`config.mk`:
```
export PLATFORM = sky130hd
export DESIGN_NAME = core_top
export DESIGN_NICKNAME = d
export VERILOG_FILES = /design/src/logic/core_pkg.sv /design/src/logic/alu.sv /design/src/logic/fetch_unit.sv /design/src/logic/insn_queue.sv /design/src/logic/execute_unit.sv /design/src/logic/core_top.sv
export SDC_FILE = /design/constraint.sdc
export NUM_CORES = 1
export LEC_CHECK = 0
export BUFFER_PORTS_ARGS = -buffer_cell sky130_fd_sc_hd__buf_2
export CAP_MARGIN = 20
export CORE_MARGIN = 5
export CORE_UTILIZATION = 35
export CTS_CLUSTER_SIZE = 28
export DETAILED_ROUTE_END_ITERATION = 10
export PLACE_DENSITY_LB_ADDON = 0.08
export SETUP_SLACK_MARGIN = 0.5
export SLEW_MARGIN = 20
export SYNTH_ARGS = -nofsm -noshare
export SYNTH_HDL_FRONTEND = slang
export SYNTH_SLANG_ARGS = --single-unit
```
`constraint.sdc`:
```
create_clock -name clk -period 4.3 [get_ports clk]
set_clock_uncertainty 0.2 [all_clocks]
set_input_delay 0.43 -clock clk [delete_from_list [all_inputs] [get_ports clk]]
set_output_delay 0.43 -clock clk [all_outputs]
set_load 0.1 [all_outputs]
```
`src/logic/core_pkg.sv`:
```
package core_pkg;

    localparam int addr_w = 16;
    localparam int data_w = 8;

    // opcode bytes as seen in program memory
    typedef enum logic [7:0]
    {
        op_nop      = 8'hFF,
        op_ld_a_imm = 8'hB0,
        op_ld_b_imm = 8'hB1,
        op_add_imm  = 8'h02,
        op_sub_imm  = 8'h12,
        op_and_imm  = 8'h22,
        op_or_imm   = 8'h2A,
        op_xor_imm  = 8'h32,
        op_inc_a    = 8'h80,
        op_dec_a    = 8'h88,
        op_jrs      = 8'hF1,
        op_jrl      = 8'hF3,
        op_st_a     = 8'hB4,
        op_st_b     = 8'hB5
    } opcode_e;

    // taken from the low three bits of the condition byte of a jump
    typedef enum logic [2:0]
    {
        cond_always    = 3'd0,
        cond_carry     = 3'd1,
        cond_non_carry = 3'd2,
        cond_zero      = 3'd3,
        cond_non_zero  = 3'd4,
        cond_minus     = 3'd5,
        cond_plus      = 3'd6
    } cond_e;

    typedef enum logic [2:0]
    {
        alu_add,
        alu_sub,
        alu_and,
        alu_or,
        alu_xor,
        alu_inc,
        alu_dec
    } alu_op_e;

    typedef struct packed
    {
        logic z;
        logic c;
        logic v;
        logic n;
    } flags_t;

    typedef struct packed
    {
        opcode_e           opcode;
        cond_e             cond;
        logic [15:0]       imm;
        logic [addr_w-1:0] next_pc;
    } insn_t;

    typedef struct packed
    {
        logic              valid;
        logic [addr_w-1:0] target;
    } redirect_t;

    typedef struct packed
    {
        logic              valid;
        logic [addr_w-1:0] addr;
        logic [data_w-1:0] data;
    } store_t;

    // jumps carry a condition byte ahead of their offset
    function automatic logic [2:0] insn_length(input logic [data_w-1:0] opcode_byte);
        logic [2:0] len;
        case (opcode_byte)
            op_ld_a_imm, op_ld_b_imm, op_add_imm, op_sub_imm,
            op_and_imm, op_or_imm, op_xor_imm:
                len = 3'd2;
            op_jrs, op_st_a, op_st_b:
                len = 3'd3;
            op_jrl:
                len = 3'd4;
            default:
                len = 3'd1;
        endcase
        return len;
    endfunction

endpackage

```
`src/logic/alu.sv`:
```
`timescale 1ns/1ns

module alu
(
    input  core_pkg::alu_op_e              op,
    input  logic [core_pkg::data_w-1:0]    a,
    input  logic [core_pkg::data_w-1:0]    b,
    input  logic                           carry_in,
    output logic [core_pkg::data_w-1:0]    result,
    output core_pkg::flags_t               flags
);
    import core_pkg::*;

    logic [data_w:0] wide;

    always_comb
    begin
        wide    = '0;
        result  = '0;
        flags.c = carry_in;
        flags.v = 1'b0;
        case (op)
            alu_add:
            begin
                wide    = {1'b0, a} + {1'b0, b};
                result  = wide[data_w-1:0];
                flags.c = wide[data_w];
                flags.v = (a[7] == b[7]) && (result[7] != a[7]);
            end
            alu_sub:
            begin
                // the ninth bit is the borrow
                wide    = {1'b0, a} - {1'b0, b};
                result  = wide[data_w-1:0];
                flags.c = wide[data_w];
                flags.v = (a[7] != b[7]) && (result[7] != a[7]);
            end
            alu_and:
                result = a & b;
            alu_or:
                result = a | b;
            alu_xor:
                result = a ^ b;
            alu_inc:
            begin
                result  = a + 1'b1;
                flags.v = (a == 8'h7F);
            end
            default:
            begin
                result  = a - 1'b1;
                flags.v = (a == 8'h80);
            end
        endcase
        flags.z = (result == '0);
        flags.n = result[7];
    end

endmodule

```
`src/logic/fetch_unit.sv`:
```
`timescale 1ns/1ns

module fetch_unit
(
    input  logic                          clk,
    input  logic                          reset,
    output logic                          imem_req,
    output logic [core_pkg::addr_w-1:0]   imem_addr,
    input  logic [core_pkg::data_w-1:0]   imem_data,
    input  core_pkg::redirect_t           redirect,
    output core_pkg::insn_t               fetch_insn,
    output logic                          fetch_valid,
    input  logic                          fetch_ready
);
    import core_pkg::*;

    typedef enum logic [1:0]
    {
        st_first,
        st_operand,
        st_full
    } state_e;

    state_e state;
    logic [addr_w-1:0] pc;
    logic [addr_w-1:0] pend_addr;
    logic pend;
    logic pend_tag;
    logic epoch;
    logic fetch_en;
    logic [2:0] got;
    logic [2:0] len;
    logic [2:0] new_len;
    logic byte_in;
    logic last_byte;
    logic is_jump;
    logic [2:0] imm_lo_idx;
    insn_t rec;

    // a byte only counts if its request was made in the current epoch
    assign byte_in = pend && (pend_tag == epoch);
    assign new_len = insn_length(imem_data);
    assign last_byte = byte_in &&
        ((state == st_first && new_len == 3'd1) ||
         (state == st_operand && 3'(got + 3'd1) == len));

    // no request while the final byte of a record is on its way in
    assign imem_req = fetch_en && ((state == st_full) ? fetch_ready : !last_byte);
    assign imem_addr = pc;

    assign is_jump = (rec.opcode == op_jrs) || (rec.opcode == op_jrl);
    assign imm_lo_idx = is_jump ? 3'd2 : 3'd1;

    assign fetch_valid = (state == st_full);
    assign fetch_insn = rec;

    always_ff @(posedge clk or posedge reset)
    begin
        if (reset)
        begin
            state    <= st_first;
            pc       <= '0;
            pend     <= 1'b0;
            pend_tag <= 1'b0;
            epoch    <= 1'b0;
            fetch_en <= 1'b0;
            got      <= '0;
            len      <= '0;
        end
        else
        begin
            fetch_en <= 1'b1;
            pend     <= imem_req;
            pend_tag <= epoch;
            if (imem_req)
                pc <= pc + 1'b1;

            if (redirect.valid)
            begin
                pc    <= redirect.target;
                epoch <= ~epoch;
                state <= st_first;
                got   <= '0;
            end
            else
            begin
                case (state)
                    st_first:
                        if (byte_in)
                        begin
                            len   <= new_len;
                            got   <= 3'd1;
                            state <= (new_len == 3'd1) ? st_full : st_operand;
                        end
                    st_operand:
                        if (byte_in)
                        begin
                            got <= got + 3'd1;
                            if (3'(got + 3'd1) == len)
                                state <= st_full;
                        end
                    default:
                        if (fetch_ready)
                            state <= st_first;
                endcase
            end
        end
    end

    always_ff @(posedge clk)
    begin
        if (imem_req)
            pend_addr <= pc;

        if (byte_in)
        begin
            rec.next_pc <= pend_addr + 1'b1;
            if (state == st_first)
            begin
                rec.opcode <= opcode_e'(imem_data);
                rec.cond   <= cond_always;
                rec.imm    <= '0;
            end
            else if (is_jump && got == 3'd1)
                rec.cond <= cond_e'(imem_data[2:0]);
            else if (got == imm_lo_idx)
                rec.imm[7:0] <= imem_data;
            else
                rec.imm[15:8] <= imem_data;
        end
    end

endmodule

```
`src/logic/insn_queue.sv`:
```
`timescale 1ns/1ns

module insn_queue
#(
    parameter int queue_depth = 4
)
(
    input  logic                 clk,
    input  logic                 reset,
    input  core_pkg::insn_t      fetch_insn,
    input  logic                 fetch_valid,
    output logic                 fetch_ready,
    output core_pkg::insn_t      exec_insn,
    output logic                 exec_valid,
    input  logic                 exec_ready,
    input  core_pkg::redirect_t  redirect
);
    import core_pkg::*;

    localparam int ptr_w = $clog2(queue_depth);

    insn_t mem [queue_depth];
    logic [ptr_w-1:0] rd_ptr;
    logic [ptr_w-1:0] wr_ptr;
    logic [ptr_w:0] count;
    logic wr_en;
    logic rd_en;

    assign fetch_ready = (count != (ptr_w + 1)'(queue_depth));
    assign exec_valid = (count != '0);
    assign exec_insn = mem[rd_ptr];

    assign wr_en = fetch_valid && fetch_ready;
    assign rd_en = exec_valid && exec_ready;

    always_ff @(posedge clk or posedge reset)
    begin
        if (reset)
        begin
            rd_ptr <= '0;
            wr_ptr <= '0;
            count  <= '0;
        end
        else if (redirect.valid)
        begin
            // everything queued behind a taken jump is on the wrong path
            rd_ptr <= '0;
            wr_ptr <= '0;
            count  <= '0;
        end
        else
        begin
            if (wr_en)
                wr_ptr <= wr_ptr + 1'b1;
            if (rd_en)
                rd_ptr <= rd_ptr + 1'b1;
            count <= count + (ptr_w + 1)'(wr_en) - (ptr_w + 1)'(rd_en);
        end
    end

    always_ff @(posedge clk)
    begin
        if (wr_en)
            mem[wr_ptr] <= fetch_insn;
    end

endmodule

```
`src/logic/execute_unit.sv`:
```
`timescale 1ns/1ns

module execute_unit
(
    input  logic                 clk,
    input  logic                 reset,
    input  core_pkg::insn_t      exec_insn,
    input  logic                 exec_valid,
    output logic                 exec_ready,
    output core_pkg::redirect_t  redirect,
    output core_pkg::store_t     mem_store
);
    import core_pkg::*;

    // SC bit positions as on the S1C88, interrupt mask bits sit above N
    localparam int sc_z = 0;
    localparam int sc_c = 1;
    localparam int sc_v = 2;
    localparam int sc_n = 3;

    logic [data_w-1:0] reg_a;
    logic [data_w-1:0] reg_b;
    logic [7:0] sc;
    alu_op_e alu_op;
    logic [data_w-1:0] alu_result;
    flags_t alu_flags;
    logic cond_true;
    logic is_jump;
    logic [addr_w-1:0] offset;
    logic store_valid;
    logic [addr_w-1:0] store_addr;
    logic [data_w-1:0] store_data;

    assign exec_ready = 1'b1;

    always_comb
    begin
        case (exec_insn.opcode)
            op_sub_imm: alu_op = alu_sub;
            op_and_imm: alu_op = alu_and;
            op_or_imm:  alu_op = alu_or;
            op_xor_imm: alu_op = alu_xor;
            op_inc_a:   alu_op = alu_inc;
            op_dec_a:   alu_op = alu_dec;
            default:    alu_op = alu_add;
        endcase
    end

    alu alu_i
    (
        .op       (alu_op),
        .a        (reg_a),
        .b        (exec_insn.imm[7:0]),
        .carry_in (sc[sc_c]),
        .result   (alu_result),
        .flags    (alu_flags)
    );

    always_comb
    begin
        case (exec_insn.cond)
            cond_always:    cond_true = 1'b1;
            cond_carry:     cond_true = sc[sc_c];
            cond_non_carry: cond_true = !sc[sc_c];
            cond_zero:      cond_true = sc[sc_z];
            cond_non_zero:  cond_true = !sc[sc_z];
            cond_minus:     cond_true = sc[sc_n];
            cond_plus:      cond_true = !sc[sc_n];
            default:        cond_true = 1'b0;
        endcase
    end

    // the short form sign-extends its offset, the long form wraps at 16 bits
    assign is_jump = (exec_insn.opcode == op_jrs) || (exec_insn.opcode == op_jrl);
    assign offset = (exec_insn.opcode == op_jrs) ?
        {{8{exec_insn.imm[7]}}, exec_insn.imm[7:0]} : exec_insn.imm;

    assign redirect.valid = exec_valid && is_jump && cond_true;
    assign redirect.target = exec_insn.next_pc + offset;

    assign mem_store = '{valid: store_valid, addr: store_addr, data: store_data};

    always_ff @(posedge clk or posedge reset)
    begin
        if (reset)
        begin
            reg_a       <= '0;
            reg_b       <= '0;
            sc          <= 8'hC0;
            store_valid <= 1'b0;
        end
        else
        begin
            store_valid <= exec_valid &&
                ((exec_insn.opcode == op_st_a) || (exec_insn.opcode == op_st_b));
            if (exec_valid)
            begin
                case (exec_insn.opcode)
                    op_ld_a_imm:
                        reg_a <= exec_insn.imm[7:0];
                    op_ld_b_imm:
                        reg_b <= exec_insn.imm[7:0];
                    op_add_imm, op_sub_imm:
                    begin
                        reg_a    <= alu_result;
                        sc[sc_z] <= alu_flags.z;
                        sc[sc_c] <= alu_flags.c;
                        sc[sc_v] <= alu_flags.v;
                        sc[sc_n] <= alu_flags.n;
                    end
                    op_and_imm, op_or_imm, op_xor_imm:
                    begin
                        reg_a    <= alu_result;
                        sc[sc_z] <= alu_flags.z;
                        sc[sc_n] <= alu_flags.n;
                    end
                    op_inc_a, op_dec_a:
                    begin
                        reg_a    <= alu_result;
                        sc[sc_z] <= alu_flags.z;
                    end
                    default:
                    begin
                    end
                endcase
            end
        end
    end

    always_ff @(posedge clk)
    begin
        if (exec_valid)
        begin
            store_addr <= exec_insn.imm;
            store_data <= (exec_insn.opcode == op_st_b) ? reg_b : reg_a;
        end
    end

endmodule

```
`src/logic/core_top.sv`:
```
`timescale 1ns/1ns

module core_top
#(
    parameter int queue_depth = 4
)
(
    input  logic                          clk,
    input  logic                          reset,
    output logic                          imem_req,
    output logic [core_pkg::addr_w-1:0]   imem_addr,
    input  logic [core_pkg::data_w-1:0]   imem_data,
    output core_pkg::store_t              mem_store
);
    import core_pkg::*;

    insn_t fetch_insn;
    logic fetch_valid;
    logic fetch_ready;
    insn_t exec_insn;
    logic exec_valid;
    logic exec_ready;
    redirect_t redirect;

    fetch_unit fetch_i
    (
        .clk         (clk),
        .reset       (reset),
        .imem_req    (imem_req),
        .imem_addr   (imem_addr),
        .imem_data   (imem_data),
        .redirect    (redirect),
        .fetch_insn  (fetch_insn),
        .fetch_valid (fetch_valid),
        .fetch_ready (fetch_ready)
    );

    insn_queue #(.queue_depth(queue_depth)) queue_i
    (
        .clk         (clk),
        .reset       (reset),
        .fetch_insn  (fetch_insn),
        .fetch_valid (fetch_valid),
        .fetch_ready (fetch_ready),
        .exec_insn   (exec_insn),
        .exec_valid  (exec_valid),
        .exec_ready  (exec_ready),
        .redirect    (redirect)
    );

    execute_unit exec_i
    (
        .clk        (clk),
        .reset      (reset),
        .exec_insn  (exec_insn),
        .exec_valid (exec_valid),
        .exec_ready (exec_ready),
        .redirect   (redirect),
        .mem_store  (mem_store)
    );

endmodule

```
# --- Word level (Yosys, flattened, before mapping) ---
# Memory sizes are Yosys's and may differ from the RTL's.
# Cells that the tools add are included.
op_classes:
  n_eq_ne: 50
  add_sub_neg: 12
  n_reduce_logical: 49
  muxes: 34
  bitwise_logic: 5
ops:
  columns: ["op", "n"]
  rows:
  - ["$eq 8x8->1 const B", 16]
  - ["$mux 16", 4]
  - ["$eq 8x6->1 const B", 6]
  - ["$pmux 8 s6", 1]
  - ["$add 16x1->16 const B", 2]
  - ["$mux 8", 3]
  - ["$mux 2", 11]
  - ["$pmux 3 s6", 1]
  - ["$add 16x16->16", 1]
  - ["$eq 8x2->1 const B", 2]
  - ["$eq 8x5->1 const B", 2]
  - ["$pmux 8 s2", 1]
  - ["$eq 3x3->1 const B", 5]
  - ["$mux 3", 5]
  - ["$reduce_and 3->1", 5]
  - ["$reduce_bool 2->1", 7]
  - ["$reduce_or 7->1", 2]
  - ["$eq 3x1->1 const B", 4]
  - ["$eq 3x2->1 const B", 4]
  - ["$reduce_and 2->1", 6]
  - ["$logic_and 1x1->1", 10]
  - ["$add 8x8->9", 1]
  - ["$pmux 3 s3", 1]
  - ["$sub 8x8->9", 1]
  - ["other kinds (34)", 49]
totals:
  ramBits: 172
  n_memories: 1
  ff_bits: 138
  output_inout_bits: 42
  word_cells: 176
memory_table:
  columns: ["memory", "depth", "word_bits", "read_ports", "rd_ports_with_merged_regs", "write_ports", "line_no", "text"]
  rows:
  - ["queue_i.mem", 4, 43, 1, 0, 1, "insn_queue.sv:22", "insn_t mem [queue_depth];"]

# --- Depth between registers and ports, before layout ---
# Gate-level depths: netlist of run 1.
depth:
  depth_word: 12
  ltp_mapped: 17
  mapped_depth_nobuf: 14

# --- Hierarchy ---
# A second synthesis of run 1 with hierarchy kept.
hier_totals:
  hier_cells: 1118
  area_unflattened_um2: 15209.6
modules_own_cells:
  columns: ["module", "seq_area_each_um2", "instances", "cells_per_inst", "area_per_inst_um2"]
  rows:
  - ["insn_queue", 5340.1, 1, 271, 6730.2]
  - ["fetch_unit", 2472.4, 1, 331, 4013.8]
  - ["execute_unit", 1221.2, 1, 263, 2737.6]
  - ["alu", 0.0, 1, 253, 1727.9]

# --- Least setup slack after synthesis of run 1 ---
# OpenSTA, ideal clock, no wires.
synth_path:
  path_type: "register -> register"
  from: "register queue_i.rd_ptr[0]"
  to: "register fetch_i.pc[15], in the netlist fetch_i.imem_addr[15]"
  t_arrival_ns: 4.247
  t_required_ns: 4.013
  setup_ns: 0.087
  path_slack_ns: -0.234
  stages_incl_launch_ff: 16
  period_less_slack_ns: 4.534
  path_cell_list: "dfrtp_1 -> buf_6 -> buf_2 -> buf_2 -> buf_1 -> mux4_2 -> ha_1 -> a21o_1 -> a21o_1 -> a2111o_1 -> nand2_1 -> o2111ai_1 -> a41oi_1 -> o21bai_1 -> a41o_1 -> a211oi_2"
synth_via:
  elab_chain_len: 6
  elab_cells_between_ends: 18
  classes_between: "add/sub: 1; eq/ne: 8; mux: 3; reduce/logical: 5; memory: 1"
synth_lines:
  columns: ["item", "line_no", "text"]
  rows:
  - ["start, declared", "insn_queue.sv:23", "logic [ptr_w-1:0] rd_ptr;"]
  - ["start signal, assigned", "insn_queue.sv:56", "rd_ptr <= rd_ptr + 1'b1;"]
  - ["$mem_v2 4x43 (*)", null, null]
  - ["parallel branches: the longest is 5 deep, another holds $add 16x16->16", null, null]
  - ["end signal, assigned", "fetch_unit.sv:76", "pc <= pc + 1'b1;"]
  - ["end signal, assigned", "fetch_unit.sv:80", "pc <= redirect.target;"]
  - ["end, declared", "fetch_unit.sv:25", "logic [addr_w-1:0] pc;"]
# Mark *: on every way between the ends.
# A chain may end at the register's enable or synchronous reset.

# --- Worst setup path in the final report of run 1 ---
layout_path:
  from: "register queue_i.rd_ptr[0]"
  to: "register exec_i.sc[0]"
layout_via:
  elab_chain_len: 6
  elab_cells_between_ends: 24
  classes_between: "add/sub: 2; eq/ne: 12; mux: 2; bitwise: 3; reduce/logical: 4; memory: 1"
layout_lines:
  columns: ["item", "line_no", "text"]
  rows:
  - ["$mem_v2 4x43 (*)", null, null]
  - ["$eq 8x8->1 (tied with other cells)", "execute_unit.sv:38, execute_unit.sv:98", null]
  - ["$pmux 3 s6", "execute_unit.sv:38", "case (exec_insn.opcode)"]
  - ["$eq 3x3->1 (tied with other cells)", "alu.sv:22", "case (op)"]
  - ["$pmux 8 s6", "alu.sv:22", null]
  - ["$logic_not 8->1", "alu.sv:55", "flags.z = (result == '0);"]
  - ["end signal, assigned by index", "execute_unit.sv:106", "sc[sc_z] <= alu_flags.z;"]
  - ["end signal, assigned by index", "execute_unit.sv:107", "sc[sc_c] <= alu_flags.c;"]
  - ["end signal, assigned by index", "execute_unit.sv:108", "sc[sc_v] <= alu_flags.v;"]
  - ["end, declared", "execute_unit.sv:23", "logic [7:0] sc;"]
# Every way passes the cells marked *; elsewhere a longest branch is shown, timed or not.

==> results.json, run 1 <==
{
  "arrival_ns": 4.02,
  "critical_path_required_ns": 4.55,
  "dp_hpwl_mm": 24.7,
  "via_per_inst": 5.06,
  "drt_wl_total_mm": 35.9,
  "ys_ff_latch": 310,
  "antenna_found_initial": 0,
  "rsz0062_at_grt": "yes",
  "cts_sinks": 310,
  "num-nets-final": 1202,
  "drv_slew": 0,
  "clkLatencyLatePin_ns": 0.56,
  "n_antenna_cell": 0,
  "synth.cell_area_um2": 14300,
  "core_um2": 40600,
  "fillers": 3761,
  "fmax_mhz": 266,
  "maxCapViolCount": 0,
  "area_growth_pct": 19.7,
  "setup.worst_path.start_class": "register",
  "post_drt_wl_per_cell_um": 21.2,
  "r2r-end": "exec_i.sc[0]",
  "grt_pass1_wl_mm": 55.4,
  "grt_max_degree": 44,
  "worst_pin_slew_ns": 0.960,
  "finalCritPeriodShare": 0.876,
  "clock_path_buffers": 3,
  "finalCriticalPeriod_ns": 3.77,
  "first_pass_iters": 5,
  "slew_headroom": 0.360,
  "boundaryPins": 52,
  "r2r-start": "queue_i.rd_ptr[0]",
  "synth_flop_cell": "edfxtp_1",
  "avgSynthCellArea_um2": 14.3,
  "final_common_cell": "edfxtp_1",
  "synth-seq-area-share": 0.631,
  "vias": 8557,
  "synthesis.nets": 1069,
  "portBuffers": 51,
  "die_w_um": 212,
  "cp_max_fo": 5,
  "synthCells": 998,
  "drt_iter0_drc": 447,
  "final_cell_mix": "255 x edfxtp_1, 65 x nand2_1, 60 x nor2_1",
  "status": "complete, no violations",
  "drc": 0,
  "grt_pass1_vias": 8939,
  "holdPathStages": 2,
  "synth_edf_count": 255,
  "dieArea_um2": 45100,
  "cts_tree": "done",
  "hold_class": "primary input to register",
  "detail-route-antenna-nets": 0,
  "cp-startpoint": "queue_i.rd_ptr[0]",
  "crit_type": "register to register",
  "seq_area_um2": 9040,
  "multiInputGateArea_um2": 5200,
  "cts_max_level": 2,
  "start_util": 0.352,
  "fin_setup_tns_ns": 0,
  "die_h_um": 212,
  "hold_viol_final": 0,
  "synthDistinctLibCells": 76,
  "synth_warnings": 0,
  "reg2reg_depth": 16,
  "end_kind": "register",
  "num_rows": 74,
  "setup_violations": 0,
  "crit_path_end": "exec_i.sc[0]",
  "r2r_slack_ns": 0.53,
  "path_clk_slew_ns": 0.06,
  "place_congestion": 0.816,
  "cts_made_buffers": 37,
  "grt_use_total": 0.163,
  "grt_overflow": 0,
  "layout-drive-gt1-share": 0.255,
  "cts_root_buf": "clkbuf_16",
  "synth-async-reset-ratio": 0.177
}
[worst max-delay path, stage by stage, from the launching register on]
cell      delay (ns)
dfrtp_4         0.49
buf_12          0.15
mux4_2          0.44
or3b_4          0.44
nor3b_4         0.22
buf_4           0.14
buf_4           0.11
fa_2            0.20
nor2b_1         0.05
o21ai_2         0.14
nor3b_2         0.16
o21ai_0         0.09
a32oi_1         0.21
o211ai_1        0.14
nor2_1          0.13
nand4_1         0.10
o31ai_1         0.25
[sequential cells by signal, summed over array words and instances (netlist names)]
register / cells
exec_i.store_addr: 16
exec_i.reg_b: 8
fetch_i.pend_addr: 16
exec_i.store_valid: 1
fetch_i.pend: 1
queue_i.wr_ptr: 2
queue_i.count: 3
exec_i.store_data: 8
fetch_i.state: 2
fetch_i.fetch_insn: 43
fetch_i.imem_addr: 16
exec_i.sc: 3
fetch_i.fetch_en: 1
fetch_i.len: 3
fetch_i.pend_tag: 1
queue_i.mem: 172
fetch_i.got: 3
fetch_i.epoch: 1
exec_i.reg_a: 8
queue_i.rd_ptr: 2
[Yosys cell counts (15+ instances only)]
| cell | number | area (um2) |
|---|---|---|
| edfxtp_1 | 255 | 7660 |
| nand2_1 | 67 | 251 |
| nor2_1 | 61 | 229 |
| ha_1 | 56 | 701 |
| dfrtp_1 | 55 | 1380 |
| o21ai_0 | 48 | 240 |
| inv_1 | 44 | 165 |
| a21oi_1 | 43 | 215 |
| mux4_2 | 43 | 968 |
| xnor2_1 | 40 | 350 |
| nand3_1 | 26 | 130 |
| xor2_1 | 20 | 175 |
| nor3_1 | 17 | 85.1 |
| clkbuf_1 | 16 | 60.1 |
| and2_1 | 15 | 93.8 |
[cells by family (layout without fill, tap and decap cells)]
family,after synthesis,count (layout),synth area share
other cells,1,1,0.000262
mux,67,67,0.0857
buf+inv,74,235,0.0212
simple gates,253,253,0.0905
flops,310,310,0.631
fa+ha+maj,61,61,0.0559
compound gates,171,171,0.0775
xor+xnor,61,61,0.0378
[worst min path at each step]
stage,from,end,slack [ns]
global route,imem_data[5],fetch_i.fetch_insn[21],0.12
detailed placement,fetch_i.epoch,fetch_i.pend_tag,0.24
floorplan,fetch_i.epoch,fetch_i.pend_tag,0.21
CTS,imem_data[5],fetch_i.fetch_insn[21],0.1
finish,imem_data[5],fetch_i.fetch_insn[21],0.10
global placement,fetch_i.epoch,fetch_i.pend_tag,0.22
[layout make-up]
type	instances	area share
multi-input cells	614	0.303
inverters	44	0.00963
well taps	532	0.0388
clock inverters	20	0.0102
flip-flops and latches	310	0.527
clock buffers	47	0.0580
repair buffers	124	0.0528
[repair_timing]
action / 4_1_cts / 5_1_grt
endpoints found under the hold margin: 40 / 0
pin swaps: 17 / 7
cloned: 0 / 0
setup buffers: 21 / 3
hold buffers: 9 / 0
endpoints found under the setup margin: 13 / 13
gates resized for setup: 25 / 24
[per-stage QoR]
step / cell area [um2] / utilization / hold WS [ns] / setup slack [ns] / instances
after floorplan: 14400 / - / 0.211 / 0.393 / 998
after detailed placement: 15500 / 0.381 / 0.235 / 0.130 / 1591
final: 17100 / 0.422 / 0.102 / 0.534 / 1691
after global routing: 17100 / 0.422 / 0.121 / 0.359 / 1691
after CTS: 17000 / 0.419 / 0.0984 / 0.500 / 1688
after global placement: 15500 / 0.381 / 0.216 / 0.144 / 1591
[metal layers]
layer / GRT usage / wire, um
met3: 0.0304 / 1270
met5: 0 / 0
met1: 0.229 / 16800
met4: 0.0483 / 923
met2: 0.262 / 16900
Power of run 1 is not shown: default switching activity piles up to over one toggle a cycle in this logic, so the estimate is an artifact.
==> inputs of run 2 (changes only) <==
--- a/config.mk
+++ b/config.mk
@@ -7,6 +7,8 @@
 export LEC_CHECK = 0
 export BUFFER_PORTS_ARGS = -buffer_cell sky130_fd_sc_hd__buf_2
 export CAP_MARGIN = 20
+export CELL_PAD_IN_SITES_DETAIL_PLACEMENT = 1
+export CELL_PAD_IN_SITES_GLOBAL_PLACEMENT = 1
 export CORE_MARGIN = 5
 export CORE_UTILIZATION = 35
 export CTS_CLUSTER_SIZE = 28
==> results.json, run 2 (synthesis gave the netlist of run 1 again) <==
{
  "cts_made_buffers": 37,
  "path_clk_slew_ns": 0.06,
  "fmax_mhz": 267,
  "hold_viol_final": 0,
  "first_pass_iters": 4,
  "regMostFlops": "queue_i.mem",
  "grt_max_degree": 44,
  "maxCapViolCount": 0,
  "placed_area_um2": 15500,
  "critical_path_required_ns": 4.55,
  "holdPathEnd": "fetch_i.pend_tag",
  "start_util": 0.352,
  "dp_hpwl_mm": 26.0,
  "cts_max_level": 2,
  "antenna_found_initial": 0,
  "holdPathStages": 0,
  "reg2reg_depth": 12,
  "portBuffers": 51,
  "cts_tree": "done",
  "boundaryPins": 52,
  "drt_iter0_drc": 463,
  "dieArea_um2": 45100,
  "setup_violations": 0,
  "clock_path_buffers": 3,
  "worst_pin_slew_ns": 0.928,
  "arrival_ns": 4.00,
  "status": "complete, no violations",
  "setup.worst_path.start_class": "register",
  "final_cell_mix": "255 x edfxtp_1, 63 x nand2_1, 63 x buf_4",
  "layout-drive-gt1-share": 0.272,
  "rsz0062_at_grt": "yes",
  "cts_sinks": 310,
  "grt_pass1_vias": 9434,
  "drc": 0,
  "hold_class": "register to register",
  "grt_use_total": 0.171,
  "cts_root_buf": "clkbuf_16",
  "vias": 8676,
  "die_w_um": 212,
  "via_per_inst": 5.11,
  "num-nets-final": 1209,
  "cp_max_fo": 9,
  "die_h_um": 212,
  "r2r-end": "fetch_i.imem_addr[15]",
  "clkLatencyLatePin_ns": 0.55,
  "grt_pass1_wl_mm": 58.0,
  "area_growth_pct": 21.1,
  "core_um2": 40600,
  "grt_overflow": 0,
  "hp-start": "fetch_i.epoch",
  "drv_slew": 0,
  "r2r_slack_ns": 0.55,
  "n_antenna_cell": 0,
  "crit_type": "register to register",
  "final_common_cell": "edfxtp_1",
  "largest_reg_flops": 172,
  "num_rows": 74,
  "post_drt_wl_per_cell_um": 22.2,
  "place_congestion": 0.819,
  "end_kind": "register",
  "detail-route-antenna-nets": 0,
  "stdcell_area_um2": 17300,
  "finalCriticalPeriod_ns": 3.75,
  "slew_headroom": 0.382,
  "fin_setup_tns_ns": 0,
  "finalCritPeriodShare": 0.872,
  "drt_wl_total_mm": 37.7,
  "r2r-start": "queue_i.rd_ptr[0]"
}
[run 2: changes by cell type in the layout (fill, tap and decap cells not counted), sizes merged]
cell / previous run / this run
buf: 114 / 121
clkbuf: 48 / 51
clkinvlp: 2 / 0
inv: 49 / 47
[run 2: cell type report]
class	count	area [um2]
fill	4115	23300
sequential	310	9040
multi-input combinational	614	5400
clock buffer	50	985
timing repair buffer	131	937
tap	532	666
inverter	44	165
clock inverter	16	153
[run 2: worst max-delay path: stages (launching register included)]
cell and delay (ns):
dfrtp_4 0.50, buf_12 0.16, mux4_2 0.54, ha_1 0.31, a21o_1 0.19, a21o_1 0.21, a2111o_1 0.47, nand2_1 0.16
o2111ai_4 0.14, a41oi_2 0.23, o21bai_1 0.12, a41o_1 0.26, a211oi_2 0.14
[run 2: worst max-delay path by stage]
stage,slack [ns],to,from
final,0.55,fetch_i.imem_addr[15],queue_i.rd_ptr[0]
after global routing,0.36,exec_i.sc[0],queue_i.rd_ptr[0]
after CTS,0.51,fetch_i.imem_addr[15],queue_i.rd_ptr[0]
after detailed placement,0.13,exec_i.reg_a[7],queue_i.rd_ptr[0]
after global placement,0.20,exec_i.reg_a[7],queue_i.rd_ptr[0]
after floorplan,0.39,fetch_i.imem_addr[15],queue_i.rd_ptr[0]
[run 2: what timing repair did]
| action | 4_1_cts | 5_1_grt |
|---|---|---|
| resized for setup | 22 | 66 |
| hold buffers | 9 | 0 |
| pin swaps | 16 | 24 |
| setup endpoints to repair | 12 | 20 |
| buffers inserted | 20 | 7 |
| hold endpoints to repair | 38 | 0 |
[run 2: routing by layer]
metal,global-route usage,wire (um),up-vias
li1,-,-,4059
met5,0,0,-
met3,0.0344,1910,48
met1,0.237,17300,4440
met4,0.0437,833,0
met2,0.277,17600,129
[run 2: through the flow]
stage               hold WS, ns  utilization  std cells  setup WS, ns
floorplan                 0.211            -        998         0.393
global placement          0.222        0.381       1595         0.197
detailed placement        0.225        0.381       1595         0.131
CTS                       0.239        0.418       1690         0.506
global route              0.259        0.427       1697         0.363
finish                    0.235        0.427       1697         0.552
Power of run 2 is left out for the same reason.
